## src/common/downscale_pkg.sv

```systemverilog
package downscale_pkg;

  //////////////////////////////////////////////////
  // reduced image geometry
  //////////////////////////////////////////////////

  // stored pixels per kept line
  localparam int OUT_COLS = 16;
  // stored lines per kept frame
  localparam int OUT_ROWS = 8;
  // one full reduced frame
  localparam int FB_DEPTH = OUT_COLS * OUT_ROWS;

  //////////////////////////////////////////////////
  // decimation ratios
  //////////////////////////////////////////////////

  // one active pixel in four
  localparam int PIX_DIV   = 4;
  // one active line in four
  localparam int LINE_DIV  = 4;
  // one frame in three
  localparam int FRAME_DIV = 3;

  // rgb888, red in [23:16], green in [15:8], blue in [7:0]
  typedef logic [23:0] pixel_t;
  // row-major frame buffer index
  typedef logic [6:0]  fb_addr_t;
  // output column, one bit wider so it can reach OUT_COLS
  typedef logic [4:0]  out_col_t;
  // output row, reaches OUT_ROWS when the frame is full
  typedef logic [3:0]  out_row_t;

  // capture fsm
  typedef enum logic [2:0] {
    WAIT_FRAME,
    SKIP_FRAME,
    LINE_GAP,
    LINE_KEEP,
    LINE_DROP
  } cap_state_t;

endpackage

```

## src/common/pix_wr_if.sv

```systemverilog
`timescale 1ns/1ns

interface pix_wr_if;
  import downscale_pkg::*;

  // single-cycle write strobe, always accepted
  logic     wr_en;
  // row * OUT_COLS + column
  fb_addr_t wr_addr;
  // pixel that goes with wr_en
  pixel_t   wr_pixel;
  // end of a kept frame, one cycle
  logic     frame_end;

  // decimator side
  modport producer (output wr_en, output wr_addr, output wr_pixel, output frame_end);

  // memory side
  modport consumer (input wr_en, input wr_addr, input wr_pixel, input frame_end);

endinterface

```

## src/capture/video_decimator.sv

```systemverilog
`timescale 1ns/1ns

module video_decimator (
  input  logic                  i_Clk3x,
  input  logic                  i_rst_n,
  input  logic                  i_hsync,
  input  logic                  i_vsync,
  input  logic                  i_vde,
  input  downscale_pkg::pixel_t i_pixel,
  pix_wr_if.producer            wr,
  output logic                  o_capturing
);
  import downscale_pkg::*;

  // phase counter widths follow the ratios
  typedef logic [$clog2(PIX_DIV)-1:0]   pix_ph_t;
  typedef logic [$clog2(LINE_DIV)-1:0]  line_ph_t;
  typedef logic [$clog2(FRAME_DIV)-1:0] frame_ph_t;

  // sampled inputs, syncs turned active high
  logic       hs_q;
  logic       vs_q;
  logic       vs_d;
  logic       vde_q;
  logic       vde_d;
  pixel_t     pix_q;
  pixel_t     hold_pix;

  cap_state_t state;
  frame_ph_t  frame_ph;
  line_ph_t   line_ph;
  pix_ph_t    pix_ph;
  out_col_t   col;
  out_row_t   row;

  logic       vs_start;
  logic       vde_rise;
  logic       line_end;
  logic       in_kept;
  logic       keep_line;
  logic       pix_act;
  logic       capture;
  logic       issue;
  logic       end_pend;

  //////////////////////////////////////////////////
  // input sampling and edge detect
  //////////////////////////////////////////////////

  always_ff @(posedge i_Clk3x or negedge i_rst_n) begin
    if (!i_rst_n) begin
      hs_q  <= 1'b0;
      vs_q  <= 1'b0;
      vs_d  <= 1'b0;
      vde_q <= 1'b0;
      vde_d <= 1'b0;
    end else begin
      // sync inputs arrive active low
      hs_q  <= ~i_hsync;
      vs_q  <= ~i_vsync;
      vs_d  <= vs_q;
      vde_q <= i_vde;
      vde_d <= vde_q;
    end
  end

  // falling edge of i_vsync starts a frame
  assign vs_start  = vs_q & ~vs_d;
  // first active pixel of a line
  assign vde_rise  = vde_q & ~vde_d;
  // active region over, or hsync cut it short
  assign line_end  = ~vde_q | hs_q;

  assign in_kept   = (state == LINE_GAP) || (state == LINE_KEEP) || (state == LINE_DROP);
  // line index in frame a multiple of LINE_DIV, and rows left
  assign keep_line = (line_ph == '0) && (row < OUT_ROWS);

  // pixel counts inside a kept line, including its very first sample
  assign pix_act = !line_end && !vs_start &&
                   ((state == LINE_KEEP) || ((state == LINE_GAP) && vde_rise && keep_line));
  // phase 0 grabs the pixel, last phase writes it
  assign capture = pix_act && (pix_ph == '0) && (col < OUT_COLS);
  assign issue   = pix_act && (pix_ph == pix_ph_t'(PIX_DIV - 1)) && (col < OUT_COLS);

  assign o_capturing = in_kept;

  //////////////////////////////////////////////////
  // capture fsm and decimation counters
  //////////////////////////////////////////////////

  always_ff @(posedge i_Clk3x or negedge i_rst_n) begin
    if (!i_rst_n) begin
      state    <= WAIT_FRAME;
      frame_ph <= '0;
      line_ph  <= '0;
      pix_ph   <= '0;
      col      <= '0;
      row      <= '0;
    end else begin
      if (vs_start) begin
        // new frame, first one after reset has phase 0 and is kept
        state    <= (frame_ph == '0) ? LINE_GAP : SKIP_FRAME;
        frame_ph <= (frame_ph == frame_ph_t'(FRAME_DIV - 1)) ? '0 : frame_ph + 1'b1;
        line_ph  <= '0;
        row      <= '0;
      end else begin
        case (state)
          LINE_GAP: begin
            // line decision at the vde rise
            if (vde_rise && !hs_q) begin
              state   <= keep_line ? LINE_KEEP : LINE_DROP;
              line_ph <= (line_ph == line_ph_t'(LINE_DIV - 1)) ? '0 : line_ph + 1'b1;
            end
          end
          LINE_KEEP: begin
            if (line_end) begin
              state <= LINE_GAP;
              row   <= row + 1'b1;
            end
          end
          LINE_DROP: begin
            if (line_end) begin
              state <= LINE_GAP;
            end
          end
          // waiting or skipping, only a vsync moves on
          default: begin
            state <= state;
          end
        endcase
      end

      // per-line pixel phase and output column
      if (pix_act) begin
        pix_ph <= (pix_ph == pix_ph_t'(PIX_DIV - 1)) ? '0 : pix_ph + 1'b1;
        if (issue) begin
          col <= col + 1'b1;
        end
      end else if (state != LINE_KEEP) begin
        pix_ph <= '0;
        col    <= '0;
      end
    end
  end

  //////////////////////////////////////////////////
  // write strobes
  //////////////////////////////////////////////////

  always_ff @(posedge i_Clk3x or negedge i_rst_n) begin
    if (!i_rst_n) begin
      wr.wr_en     <= 1'b0;
      end_pend     <= 1'b0;
      wr.frame_end <= 1'b0;
    end else begin
      wr.wr_en     <= issue;
      // only a kept frame reports its end, two clocks after the vsync sample
      end_pend     <= vs_start && in_kept;
      wr.frame_end <= end_pend;
    end
  end

  // pixel path
  always_ff @(posedge i_Clk3x) begin
    pix_q <= i_pixel;
    if (capture) begin
      hold_pix <= pix_q;
    end
    if (issue) begin
      wr.wr_pixel <= hold_pix;
      // row-major, row and col already clipped
      wr.wr_addr  <= fb_addr_t'(int'(row) * OUT_COLS + int'(col));
    end
  end

endmodule

```

## src/framebuf/frame_buffer.sv

```systemverilog
`timescale 1ns/1ns

module frame_buffer (
  input  logic                    i_Clk3x,
  pix_wr_if.consumer              wr,
  input  downscale_pkg::fb_addr_t i_rd_addr,
  output downscale_pkg::pixel_t   o_rd_pixel
);
  import downscale_pkg::*;

  //////////////////////////////////////////////////
  // one reduced frame of rgb888
  //////////////////////////////////////////////////

  // row-major, entry = row * OUT_COLS + col
  pixel_t mem [FB_DEPTH];

  // write port
  // one pixel per strobe, never stalls
  always_ff @(posedge i_Clk3x) begin
    if (wr.wr_en) begin
      mem[wr.wr_addr] <= wr.wr_pixel;
    end
  end

  //////////////////////////////////////////////////
  // read port
  //////////////////////////////////////////////////

  // one clock latency
  // same-cycle read of a written address returns old contents
  always_ff @(posedge i_Clk3x) begin
    o_rd_pixel <= mem[i_rd_addr];
  end

endmodule

```

## src/source/video_downscale_top.sv

```systemverilog
`timescale 1ns/1ns

module video_downscale_top (
  input  logic                    i_Clk3x,
  input  logic                    i_rst_n,
  // parallel video in, syncs active low
  input  logic                    i_hsync,
  input  logic                    i_vsync,
  input  logic                    i_vde,
  input  downscale_pkg::pixel_t   i_pixel,
  // buffer readback
  input  downscale_pkg::fb_addr_t i_rd_addr,
  output downscale_pkg::pixel_t   o_rd_pixel,
  // status
  output logic                    o_frame_done,
  output logic                    o_capturing
);

  //////////////////////////////////////////////////
  // decimator to buffer link
  //////////////////////////////////////////////////

  pix_wr_if wr_bus ();

  // sync polarity, frame/line/pixel decimation, write addressing
  video_decimator u_decimator (
    .i_Clk3x     (i_Clk3x),
    .i_rst_n     (i_rst_n),
    .i_hsync     (i_hsync),
    .i_vsync     (i_vsync),
    .i_vde       (i_vde),
    .i_pixel     (i_pixel),
    .wr          (wr_bus.producer),
    .o_capturing (o_capturing)
  );

  // reduced frame store
  frame_buffer u_frame_buffer (
    .i_Clk3x    (i_Clk3x),
    .wr         (wr_bus.consumer),
    .i_rd_addr  (i_rd_addr),
    .o_rd_pixel (o_rd_pixel)
  );

  //////////////////////////////////////////////////
  // frame done
  //////////////////////////////////////////////////

  // frame_end plus one register, three clocks after the vsync sample
  always_ff @(posedge i_Clk3x or negedge i_rst_n) begin
    if (!i_rst_n) begin
      o_frame_done <= 1'b0;
    end else begin
      o_frame_done <= wr_bus.frame_end;
    end
  end

endmodule
```

## config.mk

```make
export PLATFORM = sky130hd
export DESIGN_NAME = video_downscale_top
export DESIGN_NICKNAME = d
export VERILOG_FILES = /design/src/common/downscale_pkg.sv /design/src/common/pix_wr_if.sv /design/src/capture/video_decimator.sv /design/src/framebuf/frame_buffer.sv /design/src/source/video_downscale_top.sv
export SDC_FILE = /design/constraint.sdc
export NUM_CORES = 2
export LEC_CHECK = 0
export BUFFER_PORTS_ARGS = -buffer_cell sky130_fd_sc_hd__buf_2
export CORE_UTILIZATION = 45
export CTS_CLUSTER_DIAMETER = 80
export DETAILED_ROUTE_END_ITERATION = 7
export PLACE_DENSITY = 0.63
export REMOVE_ABC_BUFFERS = 1
export SLEW_MARGIN = 20
export SYNTH_ARGS = -nofsm -noshare
export SYNTH_HDL_FRONTEND = slang
export SYNTH_SLANG_ARGS = --single-unit
```

## constraint.sdc

```tcl
create_clock -name i_Clk3x -period 5.9 [get_ports i_Clk3x]
set_input_delay 0 -clock i_Clk3x [delete_from_list [all_inputs] [get_ports i_Clk3x]]
set_output_delay 0 -clock i_Clk3x [all_outputs]
set_load 0.05 [all_outputs]
```

==> reports/metrics.yaml <==
status: "finished, final reports clean"
slew_viol_final: 0
num_rows: 189
criticalPathCategory: "in2reg"
tightest_slew_ns: 1.210
viasPerCell: 6.109
cts_max_level: 5
period_share_pct: 61.93
syn2layout_area_growth_pct: 14.49
p_sw_w: 0.009806
ir_drop_uv: 389.7
drtIter0Drc: 7089
clock_latency_ns: 0.89
gr-usage-all-layers_pct: 22.11
first_pass_iters: 5
avgSynthCellArea_um2: 25.53
drtAntennaViolNets: 0
cts_tree: "done"
io_pins: 62
wl_per_cell_um: 33.48
finalSetupViolCount: 0
max_cap_viol_count: 0
p_leak_nw: 42.28
synth_cells: 4730
power.internal_w: 0.03746
path_clk_slew_ns: 0.07
nets: 5146
grt_pass1_wl_mm: 420.3
vias: 54368
grt_max_degree: 98
synth-seq-cells: 3202
rsz0062_at_grt: "no"
critPathLaunchType: "input pin"
portBuffers: 61
fp.dieH_um: 520.0
cts-root-buf: "clkbuf_16"
setup_tns_ns: 0
cts_setup_buffers: 0
seqPwrFrac_pct: 52.4
cts_inserted_buffers: 325
drc: 0
worstPathRequired_ns: 6.66
core_region_area_um2: 266000
antenna_found_initial: 35
fin_hold_ws_ns: 0.1875
dpl_cell_area_um2: 126900
synth_cell_types: 37
p_sw_share_pct: 20.75
fillers: 19944
place_congestion: 0.8235
final_area_um2: 138300
grt_overflow: 0
synth.cell_area_um2: 120800
clock_power_share_pct: 43.1
finalClockSkew_ns: 0.03787
cts_buffer_depth: 4
crit_path_max_fanout: 81
hold_violations: 0
fmax_mhz: 273.7
dpl.hpwl_mm: 165.5
cts_resized: 0
critPathArrivalTime_ns: 4.41
start_util_pct: 45.39
grt_pass1_vias: 55004
layout-drive-gt1-share_pct: 34.70
slew_headroom_pct: 19.21
ctsHoldBuffers: 63
pwr-share-comb_pct: 4.5
dieWidth_um: 520.0
die-area_um2: 270400
critPathCaptureType: "flop"
finalCriticalPeriod_ns: 3.654
drt_wl_total_mm: 298.0
powerDensity_nw_per_um2: 341.8
ys_seq_area_share_pct: 79.11
hp-class: "in2async"
yosys_warnings: 0
clock_sinks: 3202
[worst paths after layout]
| check | slack, ns | startpoint | depth (start not counted) | to |
|---|---|---|---|---|
| hold / removal | 0.19 | i_rst_n | 4 | o_frame_done$_DFF_PN0_ |
| setup reg to reg | 2.25 | u_decimator.wr.wr_addr[0]$_DFFE_PP_ | 2 | u_frame_buffer.mem[9][3]$_DFFE_PP_ |
| min in group i_Clk3x | 0.22 | i_rd_addr[4] | 4 | u_frame_buffer.o_rd_pixel[5]$_DFF_P_ |
| max in group asynchronous | 5.54 | i_rst_n | 4 | u_decimator.hs_q$_DFF_PN0_ |
| hold reg to reg | 0.39 | u_decimator.end_pend$_DFF_PN0_ | 0 | u_decimator.wr.frame_end$_DFF_PN0_ |
| setup / recovery | 2.25 | i_rd_addr[0] | 8 | u_frame_buffer.o_rd_pixel[22]$_DFF_P_ |
[cells by family after synthesis]
kind of cell               share of synthesized area (%)
DFF                                                79.11
adders and majority gates                        0.08289
and+or+nand+nor                                   0.7522
buffers and inverters                             0.8475
AOI/OAI and AO/OA                                0.08290
xor gates and xnor gates                         0.03627
muxes                                              19.08
[layer usage]
layer / share of wire (%) / GRT usage, % / wire length [µm] / vias up
li1: - / - / - / 21409
met3: 8.6 / 3.474 / 25500 / 373
met2: 49 / 35.10 / 144600 / 2644
met1: 41 / 32.19 / 120900 / 29940
met5: 0.0044 / 0 / 13 / -
met4: 2.4 / 5.934 / 7003 / 2
[area by class of cell]
cell class                      instances  area, µm²  share of cell area (%)
Clock buffer                          396       8618                   6.233
Tap cell                             3533       4420                   3.197
Antenna cell                           19      47.55                 0.03439
Clock inverter                        177       1836                   1.328
Multi-Input combinational cell       1278      25110                   18.16
Timing Repair Buffer                  287       2663                   1.926
Inverter                                8      30.03                 0.02172
Sequential cell                      3202      95540                   69.10
[stage by stage]
step | utilization [%] | instances | power, W | setup slack [ns]
6_report | 51.97 | 8900 | 0.04726 | 2.246
5_1_grt | 51.96 | 8891 | 0.04840 | 2.081
4_1_cts | 51.86 | 8872 | 0.04751 | 2.265
3_5_place_dp | 47.69 | 8236 | 0.02732 | 2.206
3_3_place_gp | 47.66 | 8232 | 0.02731 | 2.195
2_1_floorplan | - | 4488 | 0.02628 | 1.461
[power groups by stage]
stage               clock network, W  registers [W]  logic (W)
finish                        0.0204         0.0248    0.00211
global route                  0.0214         0.0248    0.00219
CTS                           0.0206         0.0248    0.00212
detailed placement                 0         0.0252    0.00208
global placement                   0         0.0252    0.00207
floorplan                          0         0.0253   0.000962
[worst max-delay path, stage by stage]
cell,delay (ns)
buf_12,0.41
buf_12,0.54
mux4_2,0.61
mux4_2,0.64
mux4_2,0.50
dlygate4sd3_1,0.58
mux2_2,0.26
dlygate4sd3_1,0.55
[cell usage after synthesis]
cell       count  share of area [%]
a31o_2         1             0.0073
mux4_2      1008                 19
buf_2         59               0.24
nor4bb_1       2              0.017
a41oi_1        1             0.0073
mux2i_1        4              0.033
xor2_1         3              0.022
o21a_1         1             0.0062
nor3_1        10              0.041
xnor2_1        2              0.015
nand3b_1       1             0.0062
edfxtp_1    3127                 78
or3_1          1             0.0052
buf_4          1             0.0062
ha_1           8              0.083
o31ai_1        1             0.0062
nor2_1       134               0.42
dfrtp_1       27               0.56
nand4_1        5              0.026
nor3b_1        2              0.012
a41o_1         1             0.0083
mux2_2        27               0.25
nand2b_1       4              0.021
or3b_2         1             0.0073
nand3_1       14              0.058
o221ai_1       1             0.0073
inv_1          8              0.025
dfxtp_1       48               0.80
and2_1         2              0.010
o2111ai_1      1             0.0073
nand2_1       24              0.075
buf_6          1             0.0093
buf_1         29              0.090
clkbuf_1     152               0.47
nor2b_1       11              0.057
a21oi_1        4              0.017
o21ai_0        4              0.017
[cells in the final DEF (no fill, tap or decap), types with 5 or more instances in the layout]
cell           instances
nand3_1               10
clkinv_2              44
clkinv_1              59
dlygate4sd3_1         62
inv_1                  8
nor2_4               105
nand4_1                5
nor2b_1               11
nor2_2                14
nand2_1               21
clkinvlp_4            18
nor3_2                 9
clkbuf_16            332
mux2_2                27
clkbuf_1              57
dfrtp_1               27
mux4_2              1008
clkbuf_8               7
clkinv_4               6
bufinv_16             33
buf_16                 9
diode_2               19
buf_12                23
clkinv_8               6
edfxtp_1            3127
buf_4                135
ha_1                   8
inv_6                 10
dfxtp_1               48
buf_2                 55
nor2_1                15
[registers in the layout, indices dropped and copies added, names as in the netlist, 2 cells and up]
name	cells
u_decimator.line_ph	2
u_decimator.pix_ph	2
u_decimator.col	5
u_decimator.wr.wr_addr	7
u_decimator.hold_pix	24
u_frame_buffer.mem	3072
u_frame_buffer.o_rd_pixel	24
u_decimator.pix_q	24
u_decimator.frame_ph	2
u_decimator.state	3
u_decimator.row	4
u_decimator.wr.wr_pixel	24
Power figures use the tool's default switching activity.
